<file path="src/design/rv_params.svh">
/*
 * Core width and multiplier latency macros
 * Register file geometry
 */

`ifndef RV_PARAMS_SVH
`define RV_PARAMS_SVH

// Datapath width, only 32 exercised so far
`define XLEN 32

// Cycles a MUL occupies EX, must be 2 or more
`define MUL_CYCLES 4

// Integer register file geometry
`define NUM_REGS   32
`define REG_ADDR_W 5

`endif

</file>
<file path="src/design/rv_isa_pkg.sv">
/*
 * RV32 opcode and funct constants for the decoded subset
 * R and I/B instruction format structs, instruction word union
 */

`default_nettype none

package rv_isa_pkg;

  // Major opcodes
  localparam logic [6:0] OP_REG    = 7'b0110011;
  localparam logic [6:0] OP_IMM    = 7'b0010011;
  localparam logic [6:0] OP_BRANCH = 7'b1100011;

  // funct3 codes
  localparam logic [2:0] F3_ADD = 3'b000;  // ADD, SUB, MUL, ADDI
  localparam logic [2:0] F3_SLT = 3'b010;
  localparam logic [2:0] F3_XOR = 3'b100;
  localparam logic [2:0] F3_OR  = 3'b110;
  localparam logic [2:0] F3_AND = 3'b111;
  localparam logic [2:0] F3_BEQ = 3'b000;
  localparam logic [2:0] F3_BNE = 3'b001;

  // funct7 codes
  localparam logic [6:0] F7_BASE = 7'b0000000;
  localparam logic [6:0] F7_SUB  = 7'b0100000;
  localparam logic [6:0] F7_MUL  = 7'b0000001;  // M extension

  typedef struct packed {
    logic [6:0] funct7;
    logic [4:0] rs2;
    logic [4:0] rs1;
    logic [2:0] funct3;
    logic [4:0] rd;
    logic [6:0] opcode;
  } r_fmt_t;

  // Same bits seen as I-type or B-type
  typedef struct packed {
    logic [6:0] imm_hi;      // I imm[11:5] or B {imm[12], imm[10:5]}
    logic [4:0] rs2_or_imm;  // rs2 for branches, I imm[4:0] otherwise
    logic [4:0] rs1;
    logic [2:0] funct3;
    logic [4:0] rd_or_imm;   // B {imm[4:1], imm[11]}
    logic [6:0] opcode;
  } ib_fmt_t;

  typedef union packed {
    r_fmt_t  r;
    ib_fmt_t ib;
  } instr_u;

endpackage

`default_nettype wire

</file>
<file path="src/design/rv_pipe_pkg.sv">
/*
 * ALU operation encoding
 * ID/EX record, forwarding bus, write-back and redirect strobes
 */

`default_nettype none

`include "rv_params.svh"

package rv_pipe_pkg;

  typedef enum logic [2:0] {
    ALU_ADD = 3'd0,  // Also the cleared value
    ALU_SUB = 3'd1,
    ALU_AND = 3'd2,
    ALU_OR  = 3'd3,
    ALU_XOR = 3'd4,
    ALU_SLT = 3'd5,  // Signed compare
    ALU_MUL = 3'd6   // Iterative, holds EX
  } alu_op_e;

  // ID/EX register contents
  typedef struct packed {
    logic [`XLEN-1:0]       pc;
    logic [`XLEN-1:0]       op_a;
    logic [`XLEN-1:0]       op_b;
    logic [`XLEN-1:0]       imm;
    logic [`REG_ADDR_W-1:0] rd;
    alu_op_e                alu_op;
    logic                   alu_src;    // 1 selects imm
    logic                   branch;
    logic                   branch_ne;  // BNE when set, BEQ otherwise
    logic                   reg_write;
    logic                   valid;
  } idex_t;

  // Result completing in EX this cycle
  typedef struct packed {
    logic                   valid;
    logic [`REG_ADDR_W-1:0] rd;
    logic [`XLEN-1:0]       data;
  } fwd_t;

  typedef struct packed {
    logic                   valid;
    logic [`REG_ADDR_W-1:0] rd;
    logic [`XLEN-1:0]       data;
  } wb_t;

  typedef struct packed {
    logic             valid;
    logic [`XLEN-1:0] target;
  } redirect_t;

endpackage

`default_nettype wire

</file>
<file path="src/design/reg_file.sv">
/*
 * Integer register file, 32 entries
 * Two asynchronous read ports, one write port, x0 tied to zero
 */

`timescale 1ns/1ps
`default_nettype none

`include "rv_params.svh"

module reg_file (
  input  wire                    clk,
  input  wire                    reset_n,
  input  wire [`REG_ADDR_W-1:0]  rs1_addr,
  input  wire [`REG_ADDR_W-1:0]  rs2_addr,
  output logic [`XLEN-1:0]       rs1_data,
  output logic [`XLEN-1:0]       rs2_data,
  input  wire rv_pipe_pkg::fwd_t wr
);

  logic [`XLEN-1:0] regs [`NUM_REGS];

  // x0 is never written so it stays at its reset value
  always_ff @(posedge clk or negedge reset_n) begin
    if (!reset_n) begin
      for (int i = 0; i < `NUM_REGS; i++) begin
        regs[i] <= '0;
      end
    end else if (wr.valid && (wr.rd != '0)) begin
      regs[wr.rd] <= wr.data;
    end
  end

  // Same-cycle bypass is done in decode, not here
  assign rs1_data = regs[rs1_addr];
  assign rs2_data = regs[rs2_addr];

endmodule

`default_nettype wire

</file>
<file path="src/design/decode_stage.sv">
/*
 * Decode stage: field extraction and control generation
 * Immediate build, operand read with forwarding from EX
 */

`timescale 1ns/1ps
`default_nettype none

`include "rv_params.svh"

module decode_stage (
  input  wire                      instr_valid,
  input  wire                      ready,
  input  wire [`XLEN-1:0]          instr_pc,
  input  wire rv_isa_pkg::instr_u  instr_word,
  input  wire [`XLEN-1:0]          rs1_data,
  input  wire [`XLEN-1:0]          rs2_data,
  input  wire rv_pipe_pkg::fwd_t   fwd,
  output logic [`REG_ADDR_W-1:0]   rs1_addr,
  output logic [`REG_ADDR_W-1:0]   rs2_addr,
  output rv_pipe_pkg::idex_t       id_out
);

  import rv_isa_pkg::*;
  import rv_pipe_pkg::*;

  logic [`XLEN-1:0] imm_i;
  logic [`XLEN-1:0] imm_b;
  logic             fwd_a;
  logic             fwd_b;

  // Register addresses sit at the same bits in every format used here
  assign rs1_addr = instr_word.r.rs1;
  assign rs2_addr = instr_word.r.rs2;

  assign imm_i = {{(`XLEN-12){instr_word.ib.imm_hi[6]}},
                  instr_word.ib.imm_hi, instr_word.ib.rs2_or_imm};

  // B imm {12, 11, 10:5, 4:1, 0}
  assign imm_b = {{(`XLEN-13){instr_word.ib.imm_hi[6]}}, instr_word.ib.imm_hi[6],
                  instr_word.ib.rd_or_imm[0], instr_word.ib.imm_hi[5:0],
                  instr_word.ib.rd_or_imm[4:1], 1'b0};

  // x0 never forwards
  assign fwd_a = fwd.valid && (fwd.rd != '0) && (fwd.rd == rs1_addr);
  assign fwd_b = fwd.valid && (fwd.rd != '0) && (fwd.rd == rs2_addr);

  always_comb begin
    id_out       = '0;  // Unknown encodings leave all controls low
    id_out.pc    = instr_pc;
    id_out.op_a  = fwd_a ? fwd.data : rs1_data;
    id_out.op_b  = fwd_b ? fwd.data : rs2_data;
    id_out.valid = instr_valid && ready;

    case (instr_word.r.opcode)
      OP_REG: begin
        id_out.reg_write = 1'b1;
        id_out.rd        = instr_word.r.rd;
        case ({instr_word.r.funct7, instr_word.r.funct3})
          {F7_BASE, F3_ADD}: id_out.alu_op = ALU_ADD;
          {F7_SUB, F3_ADD}:  id_out.alu_op = ALU_SUB;
          {F7_BASE, F3_AND}: id_out.alu_op = ALU_AND;
          {F7_BASE, F3_OR}:  id_out.alu_op = ALU_OR;
          {F7_BASE, F3_XOR}: id_out.alu_op = ALU_XOR;
          {F7_BASE, F3_SLT}: id_out.alu_op = ALU_SLT;
          {F7_MUL, F3_ADD}:  id_out.alu_op = ALU_MUL;
          default: begin
            id_out.reg_write = 1'b0;
            id_out.rd        = '0;
          end
        endcase
      end
      OP_IMM: begin
        if (instr_word.ib.funct3 == F3_ADD) begin  // ADDI only
          id_out.reg_write = 1'b1;
          id_out.rd        = instr_word.r.rd;
          id_out.alu_src   = 1'b1;
          id_out.imm       = imm_i;
        end
      end
      OP_BRANCH: begin
        id_out.imm = imm_b;
        if (instr_word.ib.funct3 == F3_BEQ) begin
          id_out.branch = 1'b1;
        end else if (instr_word.ib.funct3 == F3_BNE) begin
          id_out.branch    = 1'b1;
          id_out.branch_ne = 1'b1;
        end
      end
      default: ;
    endcase
  end

endmodule

`default_nettype wire

</file>
<file path="src/design/idex_register.sv">
/*
 * ID/EX pipeline register
 * Hold keeps the entry, flush turns it into a bubble
 */

`timescale 1ns/1ps
`default_nettype none

module idex_register (
  input  wire                       clk,
  input  wire                       reset_n,
  input  wire                       hold,   // Multiply in progress
  input  wire                       flush,  // Taken branch in EX
  input  wire rv_pipe_pkg::idex_t   id_in,
  output rv_pipe_pkg::idex_t        ex_out
);

  import rv_pipe_pkg::*;

  idex_t bubble;

  // Data kept for visibility, destination and controls dropped
  always_comb begin
    bubble      = '0;
    bubble.pc   = id_in.pc;
    bubble.op_a = id_in.op_a;
    bubble.op_b = id_in.op_b;
  end

  always_ff @(posedge clk or negedge reset_n) begin
    if (!reset_n) begin
      ex_out <= '0;
    end else if (flush && !hold) begin  // Hold wins over flush
      ex_out <= bubble;
    end else if (!hold) begin
      ex_out <= id_in;
    end
  end

endmodule

`default_nettype wire

</file>
<file path="src/design/execute_stage.sv">
/*
 * Execute stage: ALU, branch resolution, iterative multiplier
 * Forwarding bus, registered write-back and redirect strobes
 */

`timescale 1ns/1ps
`default_nettype none

`include "rv_params.svh"

module execute_stage (
  input  wire                        clk,
  input  wire                        reset_n,
  input  wire rv_pipe_pkg::idex_t    ex_in,
  output logic                       hold,
  output logic                       flush,
  output rv_pipe_pkg::fwd_t          fwd,
  output rv_pipe_pkg::wb_t           wb,
  output rv_pipe_pkg::redirect_t     redirect
);

  import rv_pipe_pkg::*;

  localparam int CNT_W = $clog2(`MUL_CYCLES);
  localparam int CHUNK = (`XLEN + `MUL_CYCLES - 1) / `MUL_CYCLES;  // Multiplier bits per cycle
  localparam logic [CNT_W-1:0] CNT_LAST = CNT_W'(`MUL_CYCLES - 1);

  logic [`XLEN-1:0] src_b;
  logic [`XLEN-1:0] alu_res;
  logic             is_mul;
  logic             mul_last;
  logic [CNT_W-1:0] mul_cnt;
  logic [`XLEN-1:0] mul_acc;
  logic [`XLEN-1:0] mul_part;
  logic [`XLEN-1:0] mul_sum;
  logic             taken;

  assign src_b = ex_in.alu_src ? ex_in.imm : ex_in.op_b;

  always_comb begin
    case (ex_in.alu_op)
      ALU_ADD: alu_res = ex_in.op_a + src_b;
      ALU_SUB: alu_res = ex_in.op_a - src_b;
      ALU_AND: alu_res = ex_in.op_a & src_b;
      ALU_OR:  alu_res = ex_in.op_a | src_b;
      ALU_XOR: alu_res = ex_in.op_a ^ src_b;
      ALU_SLT: alu_res = {{(`XLEN-1){1'b0}}, $signed(ex_in.op_a) < $signed(src_b)};
      default: alu_res = '0;  // MUL result comes from mul_sum
    endcase
  end

  assign is_mul   = ex_in.valid && (ex_in.alu_op == ALU_MUL);
  assign mul_last = is_mul && (mul_cnt == CNT_LAST);
  assign hold     = is_mul && !mul_last;

  // One CHUNK of the multiplier per cycle, operands stay put under hold
  always_comb begin : mul_step
    logic [`XLEN-1:0] mcand;
    logic [CHUNK-1:0] mbits;
    mcand    = ex_in.op_a << (mul_cnt * CHUNK);
    mbits    = CHUNK'(ex_in.op_b >> (mul_cnt * CHUNK));
    mul_part = '0;
    for (int j = 0; j < CHUNK; j++) begin
      if (mbits[j]) begin
        mul_part = mul_part + (mcand << j);
      end
    end
  end

  assign mul_sum = ((mul_cnt == '0) ? '0 : mul_acc) + mul_part;  // Low XLEN bits only

  always_ff @(posedge clk or negedge reset_n) begin
    if (!reset_n) begin
      mul_cnt <= '0;
      mul_acc <= '0;
    end else if (is_mul) begin
      mul_cnt <= mul_last ? '0 : mul_cnt + 1'b1;
      mul_acc <= mul_sum;
    end else begin
      mul_cnt <= '0;
    end
  end

  // BEQ on equal, BNE on unequal
  assign taken = ex_in.valid && ex_in.branch &&
                 ((ex_in.op_a == ex_in.op_b) != ex_in.branch_ne);
  assign flush = taken;

  always_comb begin
    fwd.valid = ex_in.valid && ex_in.reg_write && (!is_mul || mul_last);
    fwd.rd    = ex_in.rd;
    fwd.data  = is_mul ? mul_sum : alu_res;
  end

  // One-cycle strobes
  always_ff @(posedge clk or negedge reset_n) begin
    if (!reset_n) begin
      wb       <= '0;
      redirect <= '0;
    end else begin
      wb.valid        <= fwd.valid;
      wb.rd           <= fwd.rd;
      wb.data         <= fwd.data;
      redirect.valid  <= taken;
      redirect.target <= ex_in.pc + ex_in.imm;
    end
  end

endmodule

`default_nettype wire

</file>
<file path="src/design/rv_core_top.sv">
/*
 * Decode-to-execute core slice
 * Register file, decode, ID/EX register and execute stage
 */

`timescale 1ns/1ps
`default_nettype none

`include "rv_params.svh"

module rv_core_top (
  input  wire                          clk,
  input  wire                          reset_n,
  input  wire                          instr_valid,
  input  wire [`XLEN-1:0]              instr_pc,
  input  wire rv_isa_pkg::instr_u      instr_word,
  output wire                          ready,
  output wire rv_pipe_pkg::wb_t        wb,
  output wire rv_pipe_pkg::redirect_t  redirect
);

  import rv_pipe_pkg::*;

  wire [`REG_ADDR_W-1:0] rs1_addr;
  wire [`REG_ADDR_W-1:0] rs2_addr;
  wire [`XLEN-1:0]       rs1_data;
  wire [`XLEN-1:0]       rs2_data;
  wire idex_t            id_bus;  // Decode to ID/EX
  wire idex_t            ex_bus;  // ID/EX to execute
  wire fwd_t             fwd;
  wire                   hold;
  wire                   flush;

  assign ready = ~hold;  // Stalled only by a running multiply

  reg_file u_reg_file (
    .clk      (clk),
    .reset_n  (reset_n),
    .rs1_addr (rs1_addr),
    .rs2_addr (rs2_addr),
    .rs1_data (rs1_data),
    .rs2_data (rs2_data),
    .wr       (fwd)
  );

  decode_stage u_decode (
    .instr_valid (instr_valid),
    .ready       (ready),
    .instr_pc    (instr_pc),
    .instr_word  (instr_word),
    .rs1_data    (rs1_data),
    .rs2_data    (rs2_data),
    .fwd         (fwd),
    .rs1_addr    (rs1_addr),
    .rs2_addr    (rs2_addr),
    .id_out      (id_bus)
  );

  idex_register u_idex (
    .clk     (clk),
    .reset_n (reset_n),
    .hold    (hold),
    .flush   (flush),
    .id_in   (id_bus),
    .ex_out  (ex_bus)
  );

  execute_stage u_execute (
    .clk      (clk),
    .reset_n  (reset_n),
    .ex_in    (ex_bus),
    .hold     (hold),
    .flush    (flush),
    .fwd      (fwd),
    .wb       (wb),
    .redirect (redirect)
  );

endmodule

`default_nettype wire

</file>
<file path="config.mk">
export PLATFORM = sky130hd
export DESIGN_NAME = rv_core_top
export DESIGN_NICKNAME = d
export VERILOG_FILES = /design/src/design/rv_isa_pkg.sv /design/src/design/rv_pipe_pkg.sv /design/src/design/reg_file.sv /design/src/design/decode_stage.sv /design/src/design/idex_register.sv /design/src/design/execute_stage.sv /design/src/design/rv_core_top.sv
export VERILOG_INCLUDE_DIRS = /design/src /design/src/design
export SDC_FILE = /design/constraint.sdc
export NUM_CORES = 2
export LEC_CHECK = 0
export ABC_AREA = 1
export BUFFER_PORTS_ARGS = -buffer_cell sky130_fd_sc_hd__buf_4
export CAP_MARGIN = 25
export CORE_MARGIN = 10
export CORE_UTILIZATION = 40
export CTS_BUF_LIST = sky130_fd_sc_hd__clkbuf_16
export DETAILED_ROUTE_END_ITERATION = 12
export SYNTH_ARGS = -nofsm -noshare
export SYNTH_HDL_FRONTEND = slang
export SYNTH_SLANG_ARGS = --single-unit
</file>
<file path="constraint.sdc">
create_clock -name clk -period 20.4 [get_ports clk]
set_input_delay 2.04 -clock clk [delete_from_list [all_inputs] [get_ports clk]]
set_output_delay 2.04 -clock clk [all_outputs]
set_load 0.005 [all_outputs]
</file>
Word level (Yosys, flattened, before mapping)

Index checks and enable logic that the tools add are counted.

Output and inout port bits: 72
Bits in registers: 1270
Bits of input ports: 67
Logic and storage cells: 162

Multiplexer cells: 41
Equal/unequal tests: 22
Bitwise gates (word level): 7
Shift operators: 2
Add/subtract/negate cells: 12
Magnitude comparators: 5
Reductions and logical operators: 23

Operator list:

| operator                                              | count |
|---|---|
| bitwise mux 1024 bit                                  | 1 |
| two-way mux 32 bit                                    | 18 |
| adder 32 bit                                          | 10 |
| binary-select mux 32 bit (select 5 bit)               | 2 |
| two-way mux 141 bit                                   | 2 |
| case mux 32 bit (6 select lines)                      | 1 |
| demux 32 bit (select 5 bit)                           | 1 |
| case mux 32 bit (2 select lines)                      | 1 |
| two-way mux 37 bit                                    | 1 |
| bitwise AND 32 bit                                    | 1 |
| equality test 32 bit                                  | 1 |
| < comparator 32 bit                                   | 1 |
| OR 32 bit                                             | 1 |
| << shifter 32 x 5 -> 32 bit                           | 1 |
| >> shifter 32 x 5 -> 8 bit                            | 1 |
| subtractor 32 bit                                     | 1 |
| XOR 32 bit                                            | 1 |
| equality test 10 x 3 -> 1 bit (second input constant) | 3 |
| >= comparator 6 bit (second input constant)           | 3 |
| NOT 5 -> 6 bit                                        | 3 |
| case mux 3 bit (6 select lines)                       | 1 |
| logical AND 1 bit                                     | 13 |
| equality test 10 x 2 -> 1 bit (second input constant) | 1 |
| equality test 10 x 4 -> 1 bit (second input constant) | 1 |
| 27 further kinds                                      | 42 |

Logic depth before layout (Yosys ltp)

Word-level depth: 21
Mapped depth: 108
Mapped depth without buffers: 106

Cells and area by module

From an unflattened synthesis, not the netlist that was laid out.

Cell total of the unflattened synthesis: 13005
Area total of the unflattened synthesis: 86760.7 sq um

Modules (own cells, without submodules):

| module        | area an instance (sq um) | cells an instance | sequential area each (sq um) | instances |
|---|---|---|---|---|
| reg_file      | 56110.1                  | 8270              | 25624.6                      | 1 |
| execute_stage | 23119.7                  | 3802              | 2627.5                       | 1 |
| idex_register | 5465.2                   | 595               | 3528.4                       | 1 |
| decode_stage  | 2062.0                   | 337               | 0.0                          | 1 |
| rv_core_top   | 3.8                      | 1                 | 0.0                          | 1 |

Worst setup path after synthesis

No wires, ideal clock.

Path kind: register to register
Start: register u_execute.mul_cnt[0]
End: register u_reg_file.regs[318] (netlist name)
Setup time: 0.125 ns
Required time: 20.275 ns
Arrival time: 12.858 ns
Path buffers: 7
Period minus slack after synthesis: 12.983 ns
Slack: 7.417 ns
Stages on the path, launching flop included: 88
Cells stage by stage: dfrtp_1 -> buf_6 -> buf_4 -> clkbuf_1 -> clkbuf_1 -> clkbuf_1 -> buf_1 -> nor3_1 -> ha_1 -> ha_1 -> inv_1 -> nand2_1 -> nand3_1 -> nand2_1 -> a21boi_2 -> inv_1 -> a31oi_1 -> xor2_1 -> [... 52 more ...] -> o21ai_0 -> a21oi_1 -> xor2_1 -> a21oi_1 -> ha_1 -> nand2_1 -> o21ai_0 -> inv_1 -> o21ai_0 -> inv_1 -> o21ai_0 -> nand3_1 -> nand2_1 -> a21oi_1 -> o21ai_0 -> nand4_1 -> clkbuf_1 -> mux2_2

Word-level cells in the longest chain between the ends: 19
Elaborated cells between the ends (all ways): 27
Classes of those cells: 8 x add/sub; 1 x eq/ne; 2 x shift; 11 x mux; 5 x reduce/logical

RTL lines:

| what                                                                             | RTL line                                 | text |
|---|---|---|
| start, declared                                                                  | execute_stage.sv:32                      | `logic [CNT_W-1:0] mul_cnt;` |
| start signal, assigned                                                           | execute_stage.sv:77                      | `mul_cnt <= mul_last ? '0 : mul_cnt + 1'b1;` |
| << shifter 32 x 5 -> 32 bit / >> shifter 32 x 5 -> 8 bit (equally long branches) | execute_stage.sv:60, execute_stage.sv:61 |  |
| two-way mux 32 bit                                                               | execute_stage.sv:64                      | `if (mbits[j]) begin` |
| adder 32 bit                                                                     | execute_stage.sv:65                      | `mul_part = mul_part + (mcand << j);` |
| two-way mux 32 bit                                                               | execute_stage.sv:64                      |  |
| adder 32 bit                                                                     | execute_stage.sv:65                      |  |
| two-way mux 32 bit                                                               | execute_stage.sv:64                      |  |
| adder 32 bit                                                                     | execute_stage.sv:65                      |  |
| two-way mux 32 bit                                                               | execute_stage.sv:64                      |  |
| [... 3 more ...]                                                                 | -                                        |  |
| two-way mux 32 bit                                                               | execute_stage.sv:64                      |  |
| adder 32 bit                                                                     | execute_stage.sv:65                      |  |
| two-way mux 32 bit                                                               | execute_stage.sv:64                      |  |
| adder 32 bit                                                                     | execute_stage.sv:65                      |  |
| two-way mux 32 bit                                                               | execute_stage.sv:64                      |  |
| adder 32 bit                                                                     | execute_stage.sv:70                      | `assign mul_sum = ((mul_cnt == '0) ? '0 : mul_acc) + mul_part;` |
| two-way mux 32 bit                                                               | execute_stage.sv:92                      | `fwd.data = is_mul ? mul_sum : alu_res;` |
| bitwise mux 1024 bit                                                             | reg_file.sv:30                           | `regs[wr.rd] <= wr.data;` |
| end signal, assigned by index                                                    | reg_file.sv:30                           |  |
| end, declared                                                                    | reg_file.sv:21                           | `` logic [`XLEN-1:0] regs [`NUM_REGS]; `` |

Several ways; a longest one is shown, not always the timed one.
A chain may end at the register's enable or synchronous reset.

Worst setup path after layout

Start: register u_execute.mul_cnt[1]
End: register u_reg_file.regs[957] (netlist name)

Same word-level chain as after synthesis.

==> results.sh <==
export IMPL_skew_ns=0.0673
export IMPL_holdWs_ns=0.392
export IMPL_syn_num_nets=11700
export IMPL_clockBufferDepth=3
export IMPL_grt_pass1_vias=78000
export IMPL_yosysWarningCount=0
export IMPL_gp_congestion=0.983
export IMPL_path_common_cell="nand2_1"
export IMPL_die_area_sq_um=228000
export IMPL_cts_tree="done"
export IMPL_die_w_um=478
export IMPL_synthArstFlopShare=1.00
export IMPL_fin_crit_sh=0.798
export IMPL_synth_most_common_cell="o21ai_0"
export IMPL_grt_total_usage=0.281
export IMPL_slew_violations=0
export IMPL_syn_area_per_cell_sq_um=7.41
export IMPL_maxCapViolCount=0
export IMPL_cp_required_ns=21.08
export IMPL_stdcell_count=13800
export IMPL_ys_types=67
export IMPL_synth_common_cells="o21ai_0 (2225), nand2_1 (1602), dfrtp_1 (1251)"
export IMPL_cellPowerDensity_nw_per_um2=101
export IMPL_grt_first_pass_wirelength_um=500000
export IMPL_synth_top_cell_area_share=0.374
export IMPL_ys_seq_area_frac=0.374
export IMPL_htreeDepth=4
export IMPL_cts_resized=0
export IMPL_drt_total_wl_um=337000
export IMPL_ant_nets=0
export IMPL_rsz0062_at_grt="false"
export IMPL_holdBufCountCts=0
export IMPL_syn_cell_area_sq_um=83800
export IMPL_dpl_instance_area_sq_um=87200
export IMPL_firstDrtPassIters=7
export IMPL_synth_area_leaders="dfrtp_1 (37%), o21ai_0 (13%), a21oi_1 (7.4%)"
export IMPL_fmax_mhz=61.4
export IMPL_clk_latency_ns=0.84
export IMPL_fin_util=0.442
export IMPL_dp_cells=13600
export IMPL_clock_sink_count=1251
export IMPL_tns_ns=0
export IMPL_cts_buffers=143
export IMPL_layout_drive_gt1_share=0.102
export IMPL_post_cts_setup_buffers=0
export IMPL_preCtsSetupSlack_ns=4.47
export IMPL_fin_nets=11300
export IMPL_p_total_mw=9.27
export IMPL_min_period_ns=16.29
export IMPL_max_stage_delay_ns=0.99
export IMPL_p_leak_nw=41.7
export IMPL_end_kind="flip-flop"
export IMPL_yosysTopAreaCell="dfrtp_1"
export IMPL_wl_per_cell_um=24.4
export IMPL_dpl_hpwl_um=209000
export IMPL_place_port_buffers=138
export IMPL_hold_class="flip-flop to flip-flop"
export IMPL_clkTransAtPathRegs_ns=0.05
export IMPL_status="complete, no violations"
export IMPL_ys_seq_elements=1251
export IMPL_worstMarginPinSlew_ns=1.16
export IMPL_boundaryPins=139
export IMPL_netlist_instances=11300
export IMPL_root_buffer="clkbuf_16"
export IMPL_cp_arrival_ns=16.97
export IMPL_antenna_found_initial=5
export IMPL_initial_utilization=0.403
export IMPL_worst_path_buf_inv=10
export IMPL_slowest_stage="dfrtp_2"
export IMPL_cp_top_family="compound AO/OA/AOI/OAI gates"
export IMPL_setup_violations_final=0
export IMPL_area_delta_synth_final_pct=9.62
export IMPL_start_kind="flip-flop"
export IMPL_grt_max_degree=206
export IMPL_synth_edf_count=0
export IMPL_vias_per_cell=6.02
export IMPL_finalInstanceArea_sq_um=91800
export IMPL_synth_flop_cell="dfrtp_1"
export IMPL_vias=83300
export IMPL_die_h_um=478
export IMPL_crit_type="flip-flop to flip-flop"
export IMPL_setup_ws_ns=4.11
export IMPL_grt_ovfl_total=0
export IMPL_timing_hold_violations_final=0
export IMPL_core_area_sq_um=208000
export IMPL_drc=0
export IMPL_vdd_ir_drop_worst_mv=0.0954
export IMPL_drt_initial_drc_count=10400
export IMPL_num_rows=167
export IMPL_crit_fanout=44
export IMPL_slew_headroom=0.227
layout make-up:
| class | count | area [sq um] |
|---|---|---|
| fill | 20800 | 116000 |
| tap | 2788 | 3490 |
| sequential | 1251 | 31300 |
| clock inverter | 112 | 835 |
| clock buffer | 146 | 3650 |
| inverter | 1052 | 3980 |
| antenna | 2 | 5.00 |
| timing repair buffer | 342 | 2870 |
| multi-input combinational | 8155 | 45700 |
flip-flops by register name (all words and copies together), names as in the netlist:
| register | cells |
|---|---|
| u_execute.wb | 38 |
| u_execute.mul_acc | 32 |
| u_idex.ex_out | 122 |
| u_reg_file.regs | 1024 |
| u_execute.redirect | 33 |
| u_execute.mul_cnt | 2 |
kinds of logic (layout without fill, tap and decap cells):
kind of cell,after synthesis,in the layout,synth area share
AOI/OAI and AO/OA,4077,4077,0.262
and+or+nand+nor,3149,3149,0.154
buffers and inverters,1899,1652,0.0859
DFF,1251,1251,0.374
muxes,413,413,0.0555
adders and majority gates,333,333,0.0501
xor gates and xnor gates,183,183,0.0191
other,0,2,0
per-layer routing:
metal / global-route usage / wire, um / vias to the layer above
met2: 0.428 / 145000 / 4516
li1: - / - / 37800
met4: 0.143 / 19900 / 2
met3: 0.0598 / 34100 / 941
met1: 0.375 / 138000 / 40100
met5: 0 / 20 / -
cell usage in the layout (no fill, tap or decap), types with 57 or more instances in the layout:
cell       instances
a31oi_1           78
inv_1           1043
clkbuf_16        146
o22ai_1           81
nand3_1          291
o211ai_1          57
o221ai_1         124
ha_1             329
o21ai_0         2225
xnor2_1           80
dfrtp_1         1249
mux2_2           410
buf_4            321
nand2_1         1600
a21oi_1         1247
xor2_1           103
nor2_1           998
path summary, 6_finish.rpt:
kind	from	endpoint	slack, ns	cells past startpoint
worst max-delay path	u_execute.mul_cnt[1]	u_reg_file.regs[957]	4.11	77
worst min-delay path	u_reg_file.regs[1001]	u_reg_file.regs[1001]	0.39	0
worst max register to register	u_execute.mul_cnt[1]	u_reg_file.regs[957]	4.11	77
worst min register to register	u_reg_file.regs[1001]	u_reg_file.regs[1001]	0.39	0
max in group asynchronous	reset_n	u_reg_file.regs[615]	14.75	7
min in group asynchronous	reset_n	u_reg_file.regs[921]	1.18	1
report_power, final:
group          switching, mW  internal, mW  total, mW
Combinational           2.73          1.32       4.05
Sequential             0.107          2.58       2.69
Clock                   1.14          1.39       2.53
(Power assumes the default switching activity.)
